### src/source/pipe_config.svh
`ifndef PIPE_CONFIG_SVH
`define PIPE_CONFIG_SVH

////////////////////////////////////////////////////////////////////
// Pipeline sizing
////////////////////////////////////////////////////////////////////

// Width of every data word, register and ALU result
`define DATA_WIDTH 16

// Number of architectural registers, register 0 reads as zero
`define REG_COUNT 16

// Number of words in the data RAM of the memory stage
`define DMEM_DEPTH 256

`endif
### src/source/pipePkg.sv
package pipePkg;

  ////////////////////////////////////////////////////////////////////
  // Pipeline-control types
  ////////////////////////////////////////////////////////////////////

  // Source of an execute operand
  // The encoding follows the usual ForwardA/ForwardB select values
  typedef enum logic [1:0] {
    fwdNone    = 2'b00,  // Value read from the register file at issue
    fwdFromWb  = 2'b01,  // Result sitting in the writeback stage
    fwdFromMem = 2'b10   // Result sitting at the start of the memory stage
  } fwdSel_t;

  // State of the issue stage
  typedef enum logic {
    issueRun  = 1'b0,  // Instructions are accepted as they arrive
    issueHold = 1'b1   // A bubble for a load-use hazard sits in execute
  } issueState_t;

endpackage

### src/source/isaPkg.sv
`include "pipe_config.svh"

package isaPkg;

  ////////////////////////////////////////////////////////////////////
  // Instruction-set types
  ////////////////////////////////////////////////////////////////////

  // One data word as held in the register file and the data RAM
  typedef logic [`DATA_WIDTH-1:0] word_t;

  // Register index, register 0 is hardwired to zero
  typedef logic [$clog2(`REG_COUNT)-1:0] regIdx_t;

  // Operations understood by the back end
  typedef enum logic [2:0] {
    opAdd     = 3'd0,  // rd = rs1 + rs2
    opSub     = 3'd1,  // rd = rs1 - rs2
    opAnd     = 3'd2,  // rd = rs1 & rs2
    opXor     = 3'd3,  // rd = rs1 ^ rs2
    opShl     = 3'd4,  // rd = rs1 shifted left by the low bits of rs2
    opLoadImm = 3'd5,  // rd = imm
    opLoad    = 3'd6,  // rd = RAM word at rs1 + imm
    opStore   = 3'd7   // RAM word at rs1 + imm = rs2, no register write
  } opcode_t;

endpackage

### src/source/PipeCore.sv
`timescale 1ns/1ns
`default_nettype none

module PipeCore import isaPkg::*, pipePkg::*; (
  input  logic    clk,
  input  logic    arstN,
  input  logic    inValid,   // Decoded instruction handshake
  output logic    inReady,
  input  opcode_t inOp,
  input  regIdx_t inRd,
  input  regIdx_t inRs1,
  input  regIdx_t inRs2,
  input  word_t   inImm,
  output logic    retValid,  // Retire handshake, in program order
  input  logic    retReady,
  output opcode_t retOp,
  output regIdx_t retRd,
  output word_t   retValue,
  output logic    retWrite
);

  logic    advance;  // Every pipeline register moves together on this
  logic    exValid;
  opcode_t exOp;
  regIdx_t exRd;
  regIdx_t exRs1;
  regIdx_t exRs2;
  word_t   exImm;
  word_t   exA;
  word_t   exB;
  fwdSel_t forwardA;
  fwdSel_t forwardB;
  logic    forwardMem;
  logic    memValid;
  opcode_t memOp;
  regIdx_t memRd;
  regIdx_t memSrcReg2;
  word_t   memAluValue;
  word_t   memStoreData;
  logic    memRegWrite;
  logic    wbValid;
  opcode_t wbOp;
  regIdx_t wbRd;
  word_t   wbValue;
  logic    wbRegWrite;
  logic    rfWe;
  regIdx_t rfAddr;
  word_t   rfData;

  // Back-pressure at the retire port freezes the whole pipe
  assign advance = !retValid || retReady;

  ////////////////////////////////////////////////////////////////////
  // Stages
  ////////////////////////////////////////////////////////////////////
  IssueStage i_issue (
    .clk, .arstN, .advance, .inValid, .inOp, .inRd, .inRs1, .inRs2, .inImm,
    .rfWe, .rfAddr, .rfData, .inReady,
    .exValid, .exOp, .exRd, .exRs1, .exRs2, .exImm, .exA, .exB
  );

  ForwardingUnit i_forward (
    .exSrcReg1(exRs1), .exSrcReg2(exRs2), .memSrcReg2,
    .memDestReg(memRd), .wbDestReg(wbRd), .memRegWrite, .wbRegWrite,
    .forwardA, .forwardB, .forwardMem
  );

  ExecuteStage i_execute (
    .clk, .arstN, .advance, .exValid, .exOp, .exRd, .exRs2, .exImm, .exA, .exB,
    .forwardA, .forwardB, .wbValue,
    .memValid, .memOp, .memRd, .memSrcReg2, .memAluValue, .memStoreData, .memRegWrite
  );

  MemoryStage i_memory (
    .clk, .arstN, .advance, .memValid, .memOp, .memRd, .memAluValue,
    .memStoreData, .memRegWrite, .forwardMem,
    .wbValid, .wbOp, .wbRd, .wbValue, .wbRegWrite
  );

  WritebackStage i_writeback (
    .wbValid, .wbOp, .wbRd, .wbValue, .wbRegWrite, .retReady,
    .retValid, .retOp, .retRd, .retValue, .retWrite, .rfWe, .rfAddr, .rfData
  );

endmodule

`default_nettype wire

### src/source/WritebackStage.sv
`timescale 1ns/1ns
`default_nettype none

module WritebackStage import isaPkg::*; (
  input  logic    wbValid,     // Writeback holds a real instruction
  input  opcode_t wbOp,
  input  regIdx_t wbRd,
  input  word_t   wbValue,
  input  logic    wbRegWrite,  // Already low for stores, rd 0 and bubbles
  input  logic    retReady,    // Consumer takes the retirement on this edge
  output logic    retValid,
  output opcode_t retOp,
  output regIdx_t retRd,
  output word_t   retValue,
  output logic    retWrite,
  output logic    rfWe,
  output regIdx_t rfAddr,
  output word_t   rfData
);

  ////////////////////////////////////////////////////////////////////
  // Retire port
  ////////////////////////////////////////////////////////////////////
  // The instruction sits here until it is taken, nothing is buffered
  assign retValid = wbValid;
  assign retOp    = wbOp;
  assign retRd    = wbRd;
  assign retValue = wbValue;   // Result for writers, stored data for opStore
  assign retWrite = wbRegWrite;

  ////////////////////////////////////////////////////////////////////
  // Register-file write port
  ////////////////////////////////////////////////////////////////////
  // The write only happens on the edge that retires the instruction
  // While the consumer stalls, the value keeps reaching execute by forwarding
  assign rfWe   = wbValid && wbRegWrite && retReady;
  assign rfAddr = wbRd;
  assign rfData = wbValue;

endmodule

`default_nettype wire

### src/source/MemoryStage.sv
`timescale 1ns/1ns
`default_nettype none
`include "pipe_config.svh"

module MemoryStage import isaPkg::*; (
  input  logic    clk,
  input  logic    arstN,
  input  logic    advance,
  input  logic    memValid,
  input  opcode_t memOp,
  input  regIdx_t memRd,
  input  word_t   memAluValue,
  input  word_t   memStoreData,
  input  logic    memRegWrite,
  input  logic    forwardMem,   // Take the store data from writeback instead
  output logic    wbValid,
  output opcode_t wbOp,
  output regIdx_t wbRd,
  output word_t   wbValue,      // Result in writeback, also fed back for forwarding
  output logic    wbRegWrite
);

  localparam int AddrBits = $clog2(`DMEM_DEPTH);

  word_t                dataRam [`DMEM_DEPTH];
  logic  [AddrBits-1:0] ramAddr;    // Low bits of the address, upper bits ignored
  word_t                storeData;  // Store data after the memory-to-memory forward

  assign ramAddr   = memAluValue[AddrBits-1:0];
  assign storeData = forwardMem ? wbValue : memStoreData;

  ////////////////////////////////////////////////////////////////////
  // Data RAM
  ////////////////////////////////////////////////////////////////////
  always_ff @(posedge clk) begin
    if (advance && memValid && (memOp == opStore)) begin
      dataRam[ramAddr] <= storeData;
    end
  end

  ////////////////////////////////////////////////////////////////////
  // Memory/writeback register
  ////////////////////////////////////////////////////////////////////
  always_ff @(posedge clk or negedge arstN) begin
    if (!arstN) begin
      wbValid    <= 1'b0;
      wbRegWrite <= 1'b0;
    end else if (advance) begin
      wbValid    <= memValid;
      wbRegWrite <= memRegWrite;
    end
  end

  always_ff @(posedge clk) begin
    if (advance) begin
      wbOp <= memOp;
      wbRd <= memRd;
      case (memOp)
        opLoad:  wbValue <= dataRam[ramAddr];  // Synchronous read lands in writeback
        opStore: wbValue <= storeData;         // Retire port reports what was stored
        default: wbValue <= memAluValue;
      endcase
    end
  end

endmodule

`default_nettype wire

### src/source/ExecuteStage.sv
`timescale 1ns/1ns
`default_nettype none
`include "pipe_config.svh"

module ExecuteStage import isaPkg::*, pipePkg::*; (
  input  logic    clk,
  input  logic    arstN,
  input  logic    advance,
  input  logic    exValid,
  input  opcode_t exOp,
  input  regIdx_t exRd,
  input  regIdx_t exRs2,
  input  word_t   exImm,
  input  word_t   exA,
  input  word_t   exB,
  input  fwdSel_t forwardA,
  input  fwdSel_t forwardB,
  input  word_t   wbValue,       // Result in writeback, forwarded back here
  output logic    memValid,
  output opcode_t memOp,
  output regIdx_t memRd,
  output regIdx_t memSrcReg2,    // Store data source, checked for a memory forward
  output word_t   memAluValue,   // ALU result or RAM address, also forwarded
  output word_t   memStoreData,
  output logic    memRegWrite
);

  localparam int ShiftBits = $clog2(`DATA_WIDTH);

  word_t opA;        // First operand after forwarding
  word_t opB;        // Second operand after forwarding
  word_t aluResult;

  function automatic word_t pickOperand(input fwdSel_t sel, input word_t fromReg,
                                        input word_t fromMem, input word_t fromWb);
    word_t value;
    case (sel)
      fwdFromMem: value = fromMem;
      fwdFromWb:  value = fromWb;
      default:    value = fromReg;
    endcase
    return value;
  endfunction

  ////////////////////////////////////////////////////////////////////
  // Operands and ALU
  ////////////////////////////////////////////////////////////////////
  assign opA = pickOperand(forwardA, exA, memAluValue, wbValue);
  assign opB = pickOperand(forwardB, exB, memAluValue, wbValue);

  always_comb begin
    case (exOp)
      opAdd:     aluResult = opA + opB;
      opSub:     aluResult = opA - opB;
      opAnd:     aluResult = opA & opB;
      opXor:     aluResult = opA ^ opB;
      opShl:     aluResult = opA << opB[ShiftBits-1:0];  // Only the low bits count
      opLoadImm: aluResult = exImm;
      default:   aluResult = opA + exImm;  // Address for opLoad and opStore
    endcase
  end

  ////////////////////////////////////////////////////////////////////
  // Execute/memory register
  ////////////////////////////////////////////////////////////////////
  always_ff @(posedge clk or negedge arstN) begin
    if (!arstN) begin
      memValid    <= 1'b0;
      memRegWrite <= 1'b0;
    end else if (advance) begin
      memValid    <= exValid;
      memRegWrite <= exValid && (exOp != opStore) && (exRd != '0);  // Bubbles write nothing
    end
  end

  always_ff @(posedge clk) begin
    if (advance) begin
      memOp        <= exOp;
      memRd        <= exRd;
      memSrcReg2   <= exRs2;
      memAluValue  <= aluResult;
      memStoreData <= opB;  // May still be replaced in memory by a load result
    end
  end

endmodule

`default_nettype wire

### src/source/IssueStage.sv
`timescale 1ns/1ns
`default_nettype none
`include "pipe_config.svh"

module IssueStage import isaPkg::*, pipePkg::*; (
  input  logic    clk,
  input  logic    arstN,
  input  logic    advance,  // Whole pipeline moves on this edge
  input  logic    inValid,  // Decoded instruction waiting at the input
  input  opcode_t inOp,
  input  regIdx_t inRd,
  input  regIdx_t inRs1,
  input  regIdx_t inRs2,
  input  word_t   inImm,
  input  logic    rfWe,     // Write port from writeback, only on a retiring edge
  input  regIdx_t rfAddr,
  input  word_t   rfData,
  output logic    inReady,
  output logic    exValid,  // Execute holds a real instruction and not a bubble
  output opcode_t exOp,
  output regIdx_t exRd,
  output regIdx_t exRs1,
  output regIdx_t exRs2,
  output word_t   exImm,
  output word_t   exA,      // First operand as read from the register file
  output word_t   exB       // Second operand as read from the register file
);

  word_t       regFile [`REG_COUNT];  // Architectural registers
  issueState_t issueState;
  logic        started;  // Low for the first cycle after reset
  logic        useRs2;   // Waiting instruction reads rs2 through the ALU
  logic        loadUse;  // Waiting instruction needs the load now in execute
  logic        accept;   // Transfer on the input handshake
  word_t       readA;
  word_t       readB;

  ////////////////////////////////////////////////////////////////////
  // Load-use hazard
  ////////////////////////////////////////////////////////////////////
  // A store takes rs2 late through the memory forward, so only rs1 matters
  assign useRs2  = (inOp != opStore);
  assign loadUse = (issueState == issueRun) && inValid && exValid &&
                   (exOp == opLoad) && (exRd != '0) &&
                   ((inRs1 == exRd) || (useRs2 && (inRs2 == exRd)));

  assign inReady = started && advance && !loadUse;
  assign accept  = inValid && inReady;

  ////////////////////////////////////////////////////////////////////
  // Register file
  ////////////////////////////////////////////////////////////////////
  // Reads see a write landing on the same edge
  assign readA = (inRs1 == '0) ? '0 :
                 (rfWe && (rfAddr == inRs1)) ? rfData : regFile[inRs1];
  assign readB = (inRs2 == '0) ? '0 :
                 (rfWe && (rfAddr == inRs2)) ? rfData : regFile[inRs2];

  always_ff @(posedge clk) begin
    if (rfWe && (rfAddr != '0)) begin
      regFile[rfAddr] <= rfData;  // Register 0 keeps reading zero
    end
  end

  ////////////////////////////////////////////////////////////////////
  // Hold FSM and execute valid
  ////////////////////////////////////////////////////////////////////
  always_ff @(posedge clk or negedge arstN) begin
    if (!arstN) begin
      started    <= 1'b0;
      issueState <= issueRun;
      exValid    <= 1'b0;
    end else begin
      started <= 1'b1;
      if (advance) begin
        case (issueState)
          issueRun:  if (loadUse) issueState <= issueHold;  // Bubble goes in now
          issueHold: issueState <= issueRun;                 // Load has reached memory
          default:   issueState <= issueRun;
        endcase
        exValid <= accept;  // A missing transfer becomes a bubble
      end
    end
  end

  // Decode/execute payload, captured only on a transfer
  always_ff @(posedge clk) begin
    if (accept) begin
      exOp  <= inOp;
      exRd  <= inRd;
      exRs1 <= inRs1;
      exRs2 <= inRs2;
      exImm <= inImm;
      exA   <= readA;
      exB   <= readB;
    end
  end

endmodule

`default_nettype wire

### src/source/ForwardingUnit.sv
`timescale 1ns/1ns
`default_nettype none

module ForwardingUnit import isaPkg::*, pipePkg::*; (
  input  regIdx_t exSrcReg1,    // First source of the instruction in execute
  input  regIdx_t exSrcReg2,    // Second source of the instruction in execute
  input  regIdx_t memSrcReg2,   // Second source of the instruction in memory, store data
  input  regIdx_t memDestReg,   // Destination of the instruction in memory
  input  regIdx_t wbDestReg,    // Destination of the instruction in writeback
  input  logic    memRegWrite,  // Memory-stage instruction writes a register
  input  logic    wbRegWrite,   // Writeback instruction writes a register
  output fwdSel_t forwardA,     // Select for the first ALU operand
  output fwdSel_t forwardB,     // Select for the second ALU operand
  output logic    forwardMem    // Replace store data with the writeback value
);

  logic memWrites;  // Memory stage produces a usable register result
  logic wbWrites;   // Writeback stage produces a usable register result
  logic memHazA;    // Memory stage result is the first operand
  logic memHazB;    // Memory stage result is the second operand
  logic wbHazA;     // Writeback result is the first operand
  logic wbHazB;     // Writeback result is the second operand

  // The youngest producer wins, so the memory stage beats writeback
  function automatic fwdSel_t pickSource(input logic fromMem, input logic fromWb);
    fwdSel_t sel;
    if (fromMem) begin
      sel = fwdFromMem;
    end else if (fromWb) begin
      sel = fwdFromWb;
    end else begin
      sel = fwdNone;
    end
    return sel;
  endfunction

  ////////////////////////////////////////////////////////////////////
  // Producers
  ////////////////////////////////////////////////////////////////////
  // Register 0 is never a real destination, so it never forwards
  assign memWrites = memRegWrite && (memDestReg != '0);
  assign wbWrites  = wbRegWrite && (wbDestReg != '0);

  ////////////////////////////////////////////////////////////////////
  // Execute operand hazards
  ////////////////////////////////////////////////////////////////////
  assign memHazA = memWrites && (memDestReg == exSrcReg1);  // EX-to-EX on operand A
  assign memHazB = memWrites && (memDestReg == exSrcReg2);  // EX-to-EX on operand B
  assign wbHazA  = wbWrites && (wbDestReg == exSrcReg1);    // MEM-to-EX on operand A
  assign wbHazB  = wbWrites && (wbDestReg == exSrcReg2);    // MEM-to-EX on operand B

  assign forwardA = pickSource(memHazA, wbHazA);
  assign forwardB = pickSource(memHazB, wbHazB);

  // A load in writeback feeding the store that follows it directly
  // The store's rs2 was not held at issue, so its data is fixed here
  assign forwardMem = wbWrites && (wbDestReg == memSrcReg2);

endmodule

`default_nettype wire

### config.mk
export PLATFORM = sky130hd
export DESIGN_NAME = PipeCore
export DESIGN_NICKNAME = d
export VERILOG_FILES = /design/src/source/pipePkg.sv /design/src/source/isaPkg.sv /design/src/source/PipeCore.sv /design/src/source/WritebackStage.sv /design/src/source/MemoryStage.sv /design/src/source/ExecuteStage.sv /design/src/source/IssueStage.sv /design/src/source/ForwardingUnit.sv
export VERILOG_INCLUDE_DIRS = /design/src /design/src/source
export SDC_FILE = /design/constraint.sdc
export NUM_CORES = 2
export LEC_CHECK = 0
export BUFFER_PORTS_ARGS = -buffer_cell sky130_fd_sc_hd__buf_4
export CAP_MARGIN = 20
export CORE_ASPECT_RATIO = 0.75
export CORE_UTILIZATION = 45
export DETAILED_ROUTE_END_ITERATION = 8
export PLACE_DENSITY = 0.66
export SLEW_MARGIN = 40
export SYNTH_ARGS = -nofsm -noshare
export SYNTH_HDL_FRONTEND = slang
export SYNTH_MEMORY_MAX_BITS = 65536
export SYNTH_SLANG_ARGS = --single-unit
export TNS_END_PERCENT = 30
### constraint.sdc
create_clock -name clk -period 5.3 [get_ports clk]
set_input_delay 1.06 -clock clk [delete_from_list [all_inputs] [get_ports clk]]
set_output_delay 1.06 -clock clk [all_outputs]
set_load 0.03 [all_outputs]
==> flow_metrics.tcl <==
set metrics [dict create \
    synthFlopType "edfxtp_1" \
    synth_area_per_cell_um2 23.6 \
    wl_per_cell_um 32.8 \
    met2WireLength_mm 196 \
    number_of_buffers_created_by_cts 415 \
    max-vdd-ir-drop_mv 0.334 \
    most_used_cell_along_the_critical_path "o21ai_0" \
    ys_top_cells_by_area "edfxtp_1 76%, mux4_2 19%, nor2_1 0.76%, clkbuf_1 0.56%, mux2i_1 0.44%" \
    worstPathBufferInverterCount 2 \
    maxSlewHeadroom 0.404 \
    vias_per_cell 6.20 \
    grt_first_pass_wirelength_mm 639 \
    share_seq_of_total_power 0.458 \
    globalRouteOverflowTotal 0 \
    synthTopCellsByCount "4481 x edfxtp_1, 1520 x mux4_2, 358 x nor2_1" \
    drt-pass1-iter-count 8 \
    worst-path-max-fanout 13 \
    timing.critical_path.slowest_stage_cell "o41a_1" \
    place.gp.congestion 0.855 \
    remaining_routing_drc_violations 0 \
    finalSetupTns_ps 0 \
    period_minus_slack_ps 5030 \
    proportion_of_synthesized_chip_area_in_sequential_cells 0.762 \
    intPower_mw 65.4 \
    number_of_enable_flip_flop_cells_after_synthesis 4481 \
    maxCapViolCount 0 \
    synth_top_area_share 0.760 \
    worstPathArrival_ps 5690 \
    postCtsSetupBuffers 0 \
    clkPwrFrac 0.334 \
    final_net_count 8221 \
    post-place-cells 13000 \
    setup-violations-final 0 \
    dr.max_layer_used "met5" \
    path_delay_family "compound AO/OA/AOI/OAI gates" \
    syn-cell-area_mm2 0.177 \
    final_layout_size_suffix_gt1_frac 0.338 \
    worstSkewPairLatency_ps 960 \
    max-clock-path-buffers 4 \
    met3_wirelength_mm 53.1 \
    detail-route-antenna-nets 0 \
    cts_tree "done" \
    hold_path.class "primary input to register" \
    final_number_of_max_transition_violations 0 \
    grt_usage 0.225 \
    cts.clk_slew.worst_paths_ps 70 \
    floorplan.die_area_mm2 0.396 \
    synthesis.instances 7516 \
    p_total_mw 90.2 \
    power.leakage_nw 63.0 \
    grt_setup_unrepaired "no" \
    m1_wire_length_mm 191 \
    dpl-instance-area_mm2 0.188 \
    final_cell_area_mm2 0.202 \
    max_stage_delay_ps 540 \
    timing.final.hold_violations 0 \
    fp.coreArea_mm2 0.392 \
    via_count 85100 \
    synthesis.yosys.warnings 0 \
    cts_num_sinks 4496 \
    timing.final.crit_share 0.950 \
    endpoint_class_of_the_critical_path "register" \
    synthDominantAreaCellType "edfxtp_1" \
    critical_path.startpoint_type "register" \
    layoutNonFillerInstCount 13700 \
    detail_route.iter0.violations 12500 \
    yosysMostFrequentCell "edfxtp_1" \
    worstPathRequired_ps 5960 \
    num_io_pins 61 \
    clock_tree_root_driver_cell "clkbuf_16" \
    run_status "completed" \
    initial_antenna_violation_count 29 \
    numPortBuffers 60 \
    timing.fmax_mhz 199 \
    timing.clock.skew_ps 56.3 \
    grt_max_degree 129 \
    path_cells "o41a_1 -> nand3_4 -> o21ai_0 -> a31oi_2 -> clkinv_1 -> ha_1 -> mux2i_1 -> nand2_1 -> o21ai_0 -> fa_1 -> a21o_1 -> a21oi_2 -> nor2b_1 -> o21a_1 -> o22a_1 -> a21bo_2 -> o41ai_1 -> buf_4 -> o21ai_0 -> xnor2_1 -> o211ai_1" \
    die_w_um 726 \
    worst_hold_slack_ps 312 \
    timing_worst_slew_pin_value_ps 890 \
    netSwitchingPower_mw 24.9 \
    layout-area-overhead-vs-synth_pct 14.0 \
    dpl.hpwl_mm 273 \
    starting_utilization_of_the_core_area 0.452 \
    async_flop_share 0.00156 \
    placementRows 199 \
    first_global_vias 83900 \
    post_route_wl_mm 450 \
    netlist-cell-type-count 61 \
    synth.ff_latch_count 4496 \
    comb_power_share 0.208 \
    power_per_cell_area_mw_per_mm2 447 \
    die_h_um 545 \
    swShare 0.276 \
    worst-setup-path-type "register to register" \
    cts.htree.levels 5 \
]
-- cell type report --
| cell class | count | area (um2) |
|---|---|---|
| Inverter | 60 | 226 |
| Sequential cell | 4496 | 135000 |
| Tap cell | 5226 | 6540 |
| Clock inverter | 263 | 2680 |
| Clock buffer | 497 | 10800 |
| Timing Repair Buffer | 637 | 5780 |
| Fill cell | 29900 | 190000 |
| Multi-Input combinational cell | 2541 | 40900 |
| Antenna cell | 9 | 22.5 |
-- state kept, by name (all words and copies together), names as in the netlist, 3 cells and up, named ones only --
| name | cells |
|---|---|
| i_issue.exRs1 | 4 |
| i_memory.wbRd | 4 |
| i_memory.wbValue | 16 |
| i_memory.wbOp | 3 |
| i_execute.memRd | 4 |
| i_issue.exRd | 4 |
| i_execute.memStoreData | 16 |
| i_issue.exRs2 | 4 |
| i_issue.exB | 16 |
| i_memory.dataRam | 4096 |
| i_issue.exOp | 3 |
| i_issue.exImm | 16 |
| i_execute.memOp | 3 |
| i_issue.exA | 16 |
| i_issue.regFile | 256 |
| i_execute.memAluValue | 16 |
| i_execute.memSrcReg2 | 4 |
-- layer usage --
metal  global-route usage  vias to the layer above
met3               0.0545                      624
li1                     -                    33600
met5                    0                        -
met2                0.318                     4917
met1                0.356                    46000
met4               0.0495                        8
-- timing repair --
action                                 CTS  global route
endpoints found under the hold margin    7             0
hold buffers                             1             0
setup endpoints to repair                0             4
gates resized for setup                  0             9
-- layout by cell type (no fill, tap or decap), types with 52 or more instances in the layout --
master / n
nor2_1: 319
buf_4: 558
clkbuf_1: 76
mux2i_1: 77
nand2_1: 75
a21oi_1: 62
buf_12: 52
mux4_2: 1520
inv_1: 56
clkbuf_16: 421
clkinv_1: 91
clkinv_2: 85
edfxtp_1: 4481
-- kinds of logic after synthesis --
logic type,Yosys count,synth area share
mux,1624,0.199
other cells,2,0.0000424
buf+inv,494,0.0109
simple gates,586,0.0141
xor+xnor,76,0.00376
compound gates,203,0.00771
fa+ha+maj,35,0.00251
flops,4496,0.762
-- metrics by stage --
step            util  setup slack (ps)
6_report       0.515               267
5_1_grt        0.515              24.5
4_1_cts        0.515              41.0
3_5_place_dp   0.480              82.2
3_3_place_gp   0.479              16.6
2_1_floorplan      -               210
-- power by group through the flow --
stage | sequential [mW] | clock (mW) | combinational (mW)
floorplan | 42.1 | 0 | 10.5
global placement | 42.1 | 0 | 18.3
detailed placement | 42.1 | 0 | 18.7
CTS | 41.3 | 30.5 | 18.7
global route | 41.3 | 31.8 | 19.5
finish | 41.3 | 30.1 | 18.8
-- path summary, 6_finish.rpt --
path | start | to | slack, ps | cells after the start
worst min register to register | i_execute.memOp[1] | i_memory.wbOp[1] | 460 | 0
min in group asynchronous | arstN | i_memory.wbRegWrite | 500 | 2
max in group asynchronous | arstN | i_memory.wbValid | 4640 | 2
worst max register to register | i_memory.wbRd[2] | i_execute.memAluValue[14] | 270 | 21
worst max-delay path | i_memory.wbRd[2] | i_execute.memAluValue[14] | 270 | 21
worst min-delay path | inImm[0] | i_issue.exImm[0] | 310 | 1
Note: power is estimated with default switching activity, not from simulation.
